## src/design/lz_pkg.sv

```systemverilog
package lz_pkg;

  // Window geometry.
  localparam int SYM_W     = 8;
  localparam int WIN_ROWS  = 8;
  localparam int WIN_WORDS = 2 * WIN_ROWS; // Lane A at even, lane B at odd index.
  localparam int ROW_W     = 3;
  localparam int IDX_W     = 4;
  localparam int LEN_W     = 4;

  // Token fields.
  localparam int KIND_W = 2;
  localparam int TOK_W  = 16;

  localparam logic [KIND_W-1:0] KIND_LIT       = 2'd0;
  localparam logic [KIND_W-1:0] KIND_MATCH     = 2'd1; // Run broken, next symbol carried.
  localparam logic [KIND_W-1:0] KIND_MATCH_END = 2'd2; // Flush or cap, next symbol is zero.

  // One token word, read as literal or as match depending on the kind.
  typedef union packed {
    struct packed {
      logic [TOK_W-SYM_W-1:0] pad;
      logic [SYM_W-1:0]       sym;
    } lit;
    struct packed {
      logic [IDX_W-1:0] idx;
      logic [LEN_W-1:0] len;
      logic [SYM_W-1:0] next;
    } match;
  } lz_token_u;

endpackage

```

## src/design/dict_ptr_gen.sv

```systemverilog
`timescale 1ns/10ps

module dict_ptr_gen import lz_pkg::*; (
  input  logic             clk_i,
  input  logic             i_reset,
  input  logic             i_wr,
  input  logic             i_prime_wr,
  output logic [ROW_W-1:0] o_row,
  output logic             o_full
);

  localparam logic [ROW_W-1:0] LAST_ROW = ROW_W'(WIN_ROWS - 1);

  logic [ROW_W-1:0] row_q;

  // Either lane strobe moves the shared row.
  always_ff @(posedge clk_i or negedge i_reset) begin
    if (!i_reset) begin
      row_q <= '0;
    end else if (i_wr || i_prime_wr) begin
      if (row_q == LAST_ROW) begin
        row_q <= '0; // Wrap to the oldest row.
      end else begin
        row_q <= row_q + 1'b1;
      end
    end
  end

  assign o_row  = row_q;
  assign o_full = (row_q == LAST_ROW);

endmodule

```

## src/design/dict_window.sv

```systemverilog
`timescale 1ns/10ps

module dict_window import lz_pkg::*; (
  input  logic                       clk_i,
  input  logic                       i_reset,
  input  logic [ROW_W-1:0]           i_row,
  input  logic                       i_wr,
  input  logic [SYM_W-1:0]           i_data,
  input  logic                       i_prime_wr,
  input  logic [SYM_W-1:0]           i_prime_data,
  output logic [WIN_WORDS*SYM_W-1:0] o_window
);

  logic [SYM_W-1:0] lane_a_q [WIN_ROWS]; // Symbol lane.
  logic [SYM_W-1:0] lane_b_q [WIN_ROWS]; // Priming lane.

  always_ff @(posedge clk_i or negedge i_reset) begin
    if (!i_reset) begin
      for (int r = 0; r < WIN_ROWS; r++) begin
        lane_a_q[r] <= '0;
      end
    end else if (i_wr) begin
      lane_a_q[i_row] <= i_data;
    end
  end

  always_ff @(posedge clk_i or negedge i_reset) begin
    if (!i_reset) begin
      for (int r = 0; r < WIN_ROWS; r++) begin
        lane_b_q[r] <= '0;
      end
    end else if (i_prime_wr) begin
      lane_b_q[i_row] <= i_prime_data;
    end
  end

  // Word index is 2*row + lane, index 0 in the low bits.
  for (genvar r = 0; r < WIN_ROWS; r++) begin : g_row
    assign o_window[(2*r)*SYM_W +: SYM_W]   = lane_a_q[r];
    assign o_window[(2*r+1)*SYM_W +: SYM_W] = lane_b_q[r];
  end

endmodule

```

## src/design/match_finder.sv

```systemverilog
`timescale 1ns/10ps

module match_finder import lz_pkg::*; (
  input  logic [WIN_WORDS*SYM_W-1:0] i_window,
  input  logic [SYM_W-1:0]           i_sym,
  input  logic [IDX_W-1:0]           i_run_idx,
  output logic                       o_hit,
  output logic [IDX_W-1:0]           o_hit_idx,
  output logic                       o_cont
);

  logic [WIN_WORDS-1:0] eq;
  logic [SYM_W-1:0]     run_word;

  for (genvar i = 0; i < WIN_WORDS; i++) begin : g_cmp
    assign eq[i] = (i_window[i*SYM_W +: SYM_W] == i_sym);
  end

  assign o_hit = |eq;

  // Lowest matching index wins.
  always_comb begin
    o_hit_idx = '0;
    for (int i = WIN_WORDS - 1; i >= 0; i--) begin
      if (eq[i]) begin
        o_hit_idx = IDX_W'(i);
      end
    end
  end

  // Continuation looks only at the word the run is locked to.
  assign run_word = i_window[i_run_idx*SYM_W +: SYM_W];
  assign o_cont   = (run_word == i_sym);

endmodule

```

## src/design/run_counter.sv

```systemverilog
`timescale 1ns/10ps

module run_counter import lz_pkg::*; #(
  parameter int MAX_RUN = 15
) (
  input  logic             clk_i,
  input  logic             i_reset,
  input  logic             i_start,
  input  logic             i_inc,
  output logic [LEN_W-1:0] o_len,
  output logic             o_at_max
);

  localparam logic [LEN_W-1:0] LEN_MAX = LEN_W'(MAX_RUN);

  logic [LEN_W-1:0] len_q;

  always_ff @(posedge clk_i or negedge i_reset) begin
    if (!i_reset) begin
      len_q <= '0;
    end else if (i_start) begin
      len_q <= LEN_W'(1); // First symbol of the run.
    end else if (i_inc) begin
      len_q <= len_q + 1'b1;
    end
  end

  assign o_len    = len_q;
  assign o_at_max = (len_q == LEN_MAX);

endmodule

```

## src/design/lz_encoder_fsm.sv

```systemverilog
`timescale 1ns/10ps

module lz_encoder_fsm import lz_pkg::*; (
  input  logic              clk_i,
  input  logic              i_reset,
  input  logic              i_wr,
  input  logic [SYM_W-1:0]  i_sym,
  input  logic              i_flush,
  input  logic              i_hit,
  input  logic [IDX_W-1:0]  i_hit_idx,
  input  logic              i_cont,
  input  logic [LEN_W-1:0]  i_len,
  input  logic              i_at_max,
  output logic [IDX_W-1:0]  o_run_idx,
  output logic              o_start,
  output logic              o_inc,
  output logic              o_token_valid,
  output logic [KIND_W-1:0] o_token_kind,
  output lz_token_u         o_token
);

  localparam logic ST_IDLE = 1'b0;
  localparam logic ST_RUN  = 1'b1;

  logic              state_q, state_d;
  logic [IDX_W-1:0]  run_idx_q, run_idx_d;
  logic              valid_d;
  logic [KIND_W-1:0] kind_d;
  lz_token_u         token_d;

  always_comb begin
    state_d   = state_q;
    run_idx_d = run_idx_q;
    o_start   = 1'b0;
    o_inc     = 1'b0;
    valid_d   = 1'b0;
    kind_d    = KIND_LIT;
    token_d   = '0;
    case (state_q)
      ST_IDLE: begin
        if (i_wr && !i_hit) begin
          valid_d           = 1'b1;
          token_d.lit.sym   = i_sym; // Pad stays zero.
        end else if (i_wr) begin
          o_start   = 1'b1;
          run_idx_d = i_hit_idx;
          state_d   = ST_RUN;
        end
      end
      default: begin
        if (i_wr && i_cont && !i_at_max) begin
          o_inc = 1'b1;
        end else if (i_wr || i_flush) begin
          valid_d           = 1'b1;
          token_d.match.idx = run_idx_q;
          token_d.match.len = i_len;
          state_d           = ST_IDLE;
          if (i_wr && !i_cont) begin
            kind_d             = KIND_MATCH;
            token_d.match.next = i_sym; // Breaking symbol closes the run.
          end else begin
            kind_d = KIND_MATCH_END; // Cap reached or flush.
          end
        end
      end
    endcase
  end

  always_ff @(posedge clk_i or negedge i_reset) begin
    if (!i_reset) begin
      state_q       <= ST_IDLE;
      run_idx_q     <= '0;
      o_token_valid <= 1'b0;
    end else begin
      state_q       <= state_d;
      run_idx_q     <= run_idx_d;
      o_token_valid <= valid_d;
    end
  end

  always_ff @(posedge clk_i) begin
    if (valid_d) begin
      o_token_kind <= kind_d;
      o_token      <= token_d;
    end
  end

  assign o_run_idx = run_idx_q;

endmodule

```

## src/design/lz_window_top.sv

```systemverilog
`timescale 1ns/10ps

module lz_window_top import lz_pkg::*; #(
  parameter int MAX_RUN = 15
) (
  input  logic              clk_i,
  input  logic              i_reset,
  input  logic              i_wr,
  input  logic [SYM_W-1:0]  i_data,
  input  logic              i_prime_wr,
  input  logic [SYM_W-1:0]  i_prime_data,
  input  logic              i_flush,
  output logic              o_token_valid,
  output logic [KIND_W-1:0] o_token_kind,
  output lz_token_u         o_token,
  output logic              o_full
);

  logic [ROW_W-1:0]           row;
  logic [WIN_WORDS*SYM_W-1:0] window;
  logic                       hit;
  logic [IDX_W-1:0]           hit_idx;
  logic                       cont;
  logic [IDX_W-1:0]           run_idx;
  logic                       start;
  logic                       inc;
  logic [LEN_W-1:0]           len;
  logic                       at_max;

  dict_ptr_gen dict_ptr_gen_i (
    .clk_i      (clk_i),
    .i_reset    (i_reset),
    .i_wr       (i_wr),
    .i_prime_wr (i_prime_wr),
    .o_row      (row),
    .o_full     (o_full)
  );

  dict_window dict_window_i (
    .clk_i        (clk_i),
    .i_reset      (i_reset),
    .i_row        (row),
    .i_wr         (i_wr),
    .i_data       (i_data),
    .i_prime_wr   (i_prime_wr),
    .i_prime_data (i_prime_data),
    .o_window     (window)
  );

  // Search sees the window before this cycle's write.
  match_finder match_finder_i (
    .i_window  (window),
    .i_sym     (i_data),
    .i_run_idx (run_idx),
    .o_hit     (hit),
    .o_hit_idx (hit_idx),
    .o_cont    (cont)
  );

  run_counter #(
    .MAX_RUN (MAX_RUN)
  ) run_counter_i (
    .clk_i    (clk_i),
    .i_reset  (i_reset),
    .i_start  (start),
    .i_inc    (inc),
    .o_len    (len),
    .o_at_max (at_max)
  );

  lz_encoder_fsm lz_encoder_fsm_i (
    .clk_i         (clk_i),
    .i_reset       (i_reset),
    .i_wr          (i_wr),
    .i_sym         (i_data),
    .i_flush       (i_flush),
    .i_hit         (hit),
    .i_hit_idx     (hit_idx),
    .i_cont        (cont),
    .i_len         (len),
    .i_at_max      (at_max),
    .o_run_idx     (run_idx),
    .o_start       (start),
    .o_inc         (inc),
    .o_token_valid (o_token_valid),
    .o_token_kind  (o_token_kind),
    .o_token       (o_token)
  );

endmodule

```

## config.mk

```make
export PLATFORM = sky130hd
export DESIGN_NAME = lz_window_top
export DESIGN_NICKNAME = d
export VERILOG_FILES = /design/src/design/lz_pkg.sv /design/src/design/dict_ptr_gen.sv /design/src/design/dict_window.sv /design/src/design/match_finder.sv /design/src/design/run_counter.sv /design/src/design/lz_encoder_fsm.sv /design/src/design/lz_window_top.sv
export SDC_FILE = /design/constraint.sdc
export NUM_CORES = 1
export LEC_CHECK = 0
export ABC_CLOCK_PERIOD_IN_PS = 3800
export BUFFER_PORTS_ARGS = -buffer_cell sky130_fd_sc_hd__buf_2
export CELL_PAD_IN_SITES_DETAIL_PLACEMENT = 1
export CELL_PAD_IN_SITES_GLOBAL_PLACEMENT = 2
export CORE_MARGIN = 3
export CORE_UTILIZATION = 31
export CTS_CLUSTER_SIZE = 14
export DETAILED_ROUTE_END_ITERATION = 10
export PLACE_DENSITY_LB_ADDON = 0.1
export SYNTH_ARGS = -nofsm -noshare
export SYNTH_HDL_FRONTEND = slang
export SYNTH_SLANG_ARGS = --single-unit
```

## constraint.sdc

```tcl
create_clock -name clk_i -period 3.8 [get_ports clk_i]
set_input_delay 0 -clock clk_i [delete_from_list [all_inputs] [get_ports clk_i]]
set_output_delay 0 -clock clk_i [all_outputs]
set_load 0.1 [all_outputs]
```

# Word level (Yosys, flattened, before mapping)
# Index checks and enable logic that the tools add are counted.
# totals
reg_bits,159
wordCells,107
# op_classes
add_sub_neg,2
n_lt_le_gt_ge,2
n_eq_ne,19
shifts,1
muxes,41
n_bitwise,4
n_reduce_logical,14
# ops
op,count
8-bit == test,17
64-bit bitwise mux,2
128-bit by 8-bit variable part select with 8-bit output,1
4-bit two-way mux,18
8-bit two-way mux,6
8-bit demux with 3-bit select,1
16-bit OR reduction,1
1-bit two-way mux,12
1-bit logical AND,5
"4-bit by 1-bit adder with 4-bit output, second input constant",1
"4-bit == test, second input constant",1
"4-bit >= comparator, second input constant",1
"4-bit by 1-bit less-than comparator with 1-bit output, second input constant",1
3-bit NOT with 4-bit output,1
"3-bit by 1-bit adder with 3-bit output, second input constant",1
"3-bit == test, second input constant",1
1-bit logical NOT,3
3-bit two-way mux,1
1-bit NOT,3
3-bit AND reduction,1
3-bit OR reduction,1
1-bit logical OR,2
2-bit two-way mux,1
2-bit nonzero test,1

# Logic depth before layout (Yosys ltp)
# depth
ltp_word,17
ltp_mapped,11
depth_no_buf,8

# Hierarchy
# Synthesis repeated with hierarchy kept, for this count alone.
# unflattened
hier_cells,722
area_unflattened_um2,9178.8
# modules_own_cells
module,n_inst,cells_per_inst,area_per_inst_um2
dict_window,1,283,4947.2
match_finder,1,332,2845.2
lz_encoder_fsm,1,80,1041.0
run_counter,1,17,201.4
dict_ptr_gen,1,10,143.9

# Least setup slack after synthesis
# OpenSTA, ideal clock, no wires.
# synth_timing
kind,flip-flop to flip-flop
startpoint,register lz_encoder_fsm_i.run_idx_q[0] (netlist: lz_encoder_fsm_i.o_run_idx[0])
endpoint,register lz_encoder_fsm_i.o_token[0] (netlist bit) (enable)
setup_time_ns,0.376
arrival_time_ns,2.596
setup_slack_ns,0.828
path_stages_with_launch,10
path_buffers,1
cell_sequence,dfrtp_1 -> buf_6 -> mux4_1 -> mux4_2 -> xnor2_1 -> nand3_1 -> nor4_4 -> o21a_4 -> a31oi_4 -> or2_1
# synth_between
elab_chain_len,6
# synth_lines
element,line,text
from (decl),lz_encoder_fsm.sv:26,"logic [IDX_W-1:0] run_idx_q, run_idx_d;"
from (signal assigned),lz_encoder_fsm.sv:76,run_idx_q <= run_idx_d;
128-bit by 8-bit variable part select with 8-bit output,match_finder.sv:32,assign run_word = i_window[i_run_idx*SYM_W +: SYM_W];
8-bit == test,match_finder.sv:33,assign o_cont = (run_word == i_sym);
1-bit logical AND (2 in a row),lz_encoder_fsm.sv:51,if (i_wr && i_cont && !i_at_max) begin
1-bit two-way mux,lz_encoder_fsm.sv:51,
1-bit two-way mux,lz_encoder_fsm.sv:39,case (state_q)
named net lz_encoder_fsm_i.valid_d,lz_encoder_fsm.sv:27,logic valid_d;
to (signal assigned),lz_encoder_fsm.sv:84,o_token <= token_d;
to (decl),lz_encoder_fsm.sv:19,output lz_token_u o_token
# The timed path passes the listed nets, and every way through them passes these cells.
# A chain may end at the register's enable or synchronous reset.

# Worst setup path after layout
# layout_timing
startpoint,register lz_encoder_fsm_i.run_idx_q[0] (netlist: lz_encoder_fsm_i.o_run_idx[0])
endpoint,register lz_encoder_fsm_i.o_token[4] (netlist bit) (enable)
# The elaborated chain is that of the path after synthesis.

==> results.md <==
* Data required, critical path at 3.98 ns
* EDFF count, synth at 18
* Unique masters post-synth at 54
* Die H at 176 um
* Critical-path cell with the highest stage delay: sky130_fd_sc_hd__dfrtp_1
* Vias per Instance at 5.19
* I/O Buffers at 40
* Drt first pass iters at 5
* Critical path launch point type: register
* Final #Nets at 777
* Critical Path AT at 3.51 ns
* Endpoints failing setup at 0
* Clock edge transition at the registers on the reported setup and hold paths at 0.07 ns
* Fmax at 0.300 GHz
* Via count at approximately 5900
* Count of final hold-check violations at 0
* Starting density of the core at 31.9%
* H-tree levels at 4
* Critical path peak fanout at 19
* Clock root buffer master: sky130_fd_sc_hd__clkbuf_16
* Critical path, cell by cell: buf_4 -> mux4_1 -> mux2i_1 -> mux2i_1 -> xor2_1 -> nor4_4 -> o21a_4 -> a31oi_4 -> or2_1 -> buf_4
* Fill cell count at 3017
* Layout-stage area growth over the synthesis result at 15.6%
* Class of the most critical setup path: reg2reg
* Area inside the core boundary at 0.0281 sq mm
* Leakage Power at 4.08 nW
* Outcome: finished clean
* Placer Congestion at 0.830
* GR Overflow Total at 0
* Average cell area after synthesis at 12.8 sq um
* Maximum vdd ir drop at 0.282 mV
* Final period util at between 80% and 90%
* Fraction of final layout cells with drive strength greater than 1 at 33.9%
* Post-synthesis sequential area ratio at approximately 45%
* Max-cap violations at 0
* RSZ-0062 raised after global routing: no
* Placement row count at about 60
* Flops & latches, synth at roughly 160
* Worst Tran Pin Value at around 0.96 ns
* Wire length reported by the detailed router at 28700 um
* Vias in the first global route at about 6400
* Headroom to the max-slew limit at a little over a third
* Count of hold buffers inserted by post-cts repair at 8
* Buffers and inverters on the worst path at 2
* N_diodes at 0
* Minimum hold slack at roughly 0.033 ns
* Dominant delay contributor by cell family on the critical path: multiplexers
* Max Transition Viols Final at 0
* Power per Cell Area at 927 mW/mm^2
* Stage delay of the slowest cell on the critical path at 0.60 ns
* CTS tree: yes
* Path category of the worst min-delay check: in2reg
* Drt initial violations at 328
* Overall global routing resource usage at between 10% and 20%
* WL/cell at 25.1 um
* Clock tree sinks at 159
* Io pins at 41
* Setup fix buffers added after clock tree synthesis at 0
* Layout Skew at 0.0105 ns
* Synth area leaders: sky130_fd_sc_hd__dfrtp_1, sky130_fd_sc_hd__mux2_2, sky130_fd_sc_hd__xnor2_1
* Net count of the mapped netlist at 723
* Crit path capture type: register
* Largest area contributor in the synthesized netlist: sky130_fd_sc_hd__dfrtp_1
* Proportion of synthesized flip-flops having asynchronous set or reset at 88.7%
* Antenna violations before repair at 0
* Final TNS setup at 0 ns
* Primary flip-flop cell chosen by synthesis mapping: sky130_fd_sc_hd__dfrtp_1
* Largest net degree at the start of global routing at between 90 and 100
* Sum of net half-perimeters after detailed placement at 21200 um
* Latest clock arrival within the worst-skew pair at 0.44 ns
* Count of synthesis-stage warnings from yosys at 0
* Area enclosed by the die boundary at slightly above 0.03 sq mm
* Residual DRC count at 0
* First-pass GRT wire length at 43100 um
* Period minus WS final at 3.33 ns
* Clock buffer depth at 2
* Cts bufs inserted at 17
* Post-route antenna net violation count at 0
* Area share of the leading cell type in the synthesized netlist at about two fifths
* Post-Synthesis Cells at 699
* Floorplan die width at 176 um
* PostCTS Resize Cnt at 0
* Syn Std Cell Area at 0.00895 sq mm
## worst reg2reg max path, delay by kind of cell (launching register included)
family	cells	cell delay, ns
flops	1	0.60
buf+inv	2	0.50
compound gates	2	0.36
xor+xnor	1	0.18
mux	3	0.85
simple gates	2	0.58
## sequential cells by signal, indices dropped and copies added, names as in the netlist
name	flops
dict_window_i.o_window	128
lz_encoder_fsm_i.o_token	16
lz_encoder_fsm_i.o_run_idx	4
run_counter_i.o_len	4
dict_ptr_gen_i.o_row	3
lz_encoder_fsm_i.o_token_kind	2
lz_encoder_fsm_i.o_token_valid	1
lz_encoder_fsm_i.state_q	1
## cell type report
| cell class | count | area, sq um | area share (%) |
|---|---|---|---|
| well taps | 378 | 473 | 4.57 |
| clock inverters | 11 | 131 | 1.27 |
| flip-flops and latches | 159 | 4070 | 39.3 |
| multi-input cells | 496 | 4670 | 45.1 |
| clock buffers | 21 | 460 | 4.45 |
| repair buffers | 76 | 534 | 5.16 |
| inverters | 3 | 11.3 | 0.109 |
## path summary, 6_finish.rpt
| kind | cells past startpoint | to | slack (ns) | startpoint |
|---|---|---|---|---|
| min in group asynchronous | 2 | run_counter_i.o_len[1] | 0.25 | i_reset |
| min reg2reg | 1 | run_counter_i.o_len[3] | 0.52 | run_counter_i.o_len[3] |
| max | 10 | lz_encoder_fsm_i.o_token[4] | 0.47 | lz_encoder_fsm_i.o_run_idx[0] |
| max reg2reg | 10 | lz_encoder_fsm_i.o_token[4] | 0.47 | lz_encoder_fsm_i.o_run_idx[0] |
| min | 2 | dict_window_i.o_window[61] | 0.03 | i_prime_data[5] |
| max in group asynchronous | 3 | dict_window_i.o_window[50] | 2.58 | i_reset |
## logic make-up after synthesis
| logic type | share of synthesized area, % |
|---|---|
| AOI/OAI and AO/OA | 3.15 |
| xor gates and xnor gates | 13.5 |
| adders and majority gates | 0.419 |
| buffers and inverters | 2.38 |
| DFF | 45.5 |
| muxes | 26.4 |
| and+or+nand+nor | 8.70 |
## stage by stage
| stage | instance area (sq um) | power [mW] | setup slack (ns) | utilization (%) | cells |
|---|---|---|---|---|---|
| floorplan | 8950 | 6.57 | 0.828 | - | 699 |
| global placement | 9680 | 7.76 | 0.520 | 34.5 | 1104 |
| detailed placement | 9680 | 7.87 | 0.418 | 34.5 | 1104 |
| CTS | 10300 | 9.70 | 0.420 | 36.8 | 1144 |
| global route | 10300 | 10.1 | 0.215 | 36.8 | 1144 |
| finish | 10300 | 9.59 | 0.468 | 36.8 | 1144 |
## report_power, final
group | internal (mW) | total [mW] | leakage (nW) | switching [mW]
clock network | 1.01 | 1.78 | 0.281 | 0.767
registers | 2.58 | 3.67 | 1.88 | 1.10
logic | 1.98 | 4.14 | 1.91 | 2.15
total | 5.57 | 9.59 | 4.08 | 4.02
## per-layer routing
metal | track usage, % | routed length (um) | vias to the layer above
li1 | - | - | 2654
met1 | 26.6 | 13300 | 3145
met2 | 31.1 | 13900 | 112
met3 | 3.20 | 1180 | 22
met4 | 4.29 | 293 | 0
met5 | 0 | 0 | -
## cell usage after synthesis (2+ instances only)
| library cell | number |
|---|---|
| sky130_fd_sc_hd__inv_1 | 2 |
| sky130_fd_sc_hd__xnor2_1 | 90 |
| sky130_fd_sc_hd__nand2b_1 | 6 |
| sky130_fd_sc_hd__nor2_1 | 18 |
| sky130_fd_sc_hd__o22ai_1 | 7 |
| sky130_fd_sc_hd__nand2_1 | 19 |
| sky130_fd_sc_hd__o31ai_1 | 2 |
| sky130_fd_sc_hd__a211oi_1 | 3 |
| sky130_fd_sc_hd__buf_2 | 23 |
| sky130_fd_sc_hd__mux2i_1 | 23 |
| sky130_fd_sc_hd__nor4_1 | 13 |
| sky130_fd_sc_hd__clkbuf_1 | 14 |
| sky130_fd_sc_hd__o21ai_0 | 4 |
| sky130_fd_sc_hd__nand3_1 | 3 |
| sky130_fd_sc_hd__nand4_1 | 27 |
| sky130_fd_sc_hd__xor2_1 | 48 |
| sky130_fd_sc_hd__nand4b_1 | 6 |
| sky130_fd_sc_hd__mux4_1 | 7 |
| sky130_fd_sc_hd__dfrtp_1 | 141 |
| sky130_fd_sc_hd__and2_1 | 11 |
| sky130_fd_sc_hd__a21oi_1 | 5 |
| sky130_fd_sc_hd__mux4_2 | 18 |
| sky130_fd_sc_hd__mux2_2 | 137 |
| sky130_fd_sc_hd__a221oi_1 | 4 |
| sky130_fd_sc_hd__nor3b_1 | 4 |
| sky130_fd_sc_hd__ha_1 | 3 |
| sky130_fd_sc_hd__buf_4 | 3 |
| sky130_fd_sc_hd__edfxtp_1 | 18 |
| sky130_fd_sc_hd__nor3_1 | 5 |
| sky130_fd_sc_hd__nor2b_1 | 11 |
## cell usage in the layout, fill, tap and decap left out, types with 3 or more instances in the layout
cell	n
sky130_fd_sc_hd__nand3_1	3
sky130_fd_sc_hd__a21oi_1	5
sky130_fd_sc_hd__nor3_1	5
sky130_fd_sc_hd__nor3b_1	4
sky130_fd_sc_hd__nand4b_1	6
sky130_fd_sc_hd__and2_1	11
sky130_fd_sc_hd__nand2b_1	6
sky130_fd_sc_hd__buf_4	25
sky130_fd_sc_hd__buf_12	3
sky130_fd_sc_hd__a221oi_1	4
sky130_fd_sc_hd__mux4_1	7
sky130_fd_sc_hd__xor2_1	48
sky130_fd_sc_hd__nor2_1	18
sky130_fd_sc_hd__dlygate4sd3_1	8
sky130_fd_sc_hd__nor4_1	13
sky130_fd_sc_hd__o21ai_0	4
sky130_fd_sc_hd__inv_6	3
sky130_fd_sc_hd__mux2i_1	23
sky130_fd_sc_hd__clkinvlp_4	3
sky130_fd_sc_hd__mux4_2	18
sky130_fd_sc_hd__a211oi_1	3
sky130_fd_sc_hd__buf_2	39
sky130_fd_sc_hd__dfrtp_1	140
sky130_fd_sc_hd__mux2_2	137
sky130_fd_sc_hd__edfxtp_1	18
sky130_fd_sc_hd__nand4_1	27
sky130_fd_sc_hd__o22ai_1	7
sky130_fd_sc_hd__xnor2_1	90
sky130_fd_sc_hd__nor2b_1	11
sky130_fd_sc_hd__clkbuf_16	17
sky130_fd_sc_hd__ha_1	3
sky130_fd_sc_hd__nand2_1	19
No activity file was read; power rests on OpenSTA's default activity.
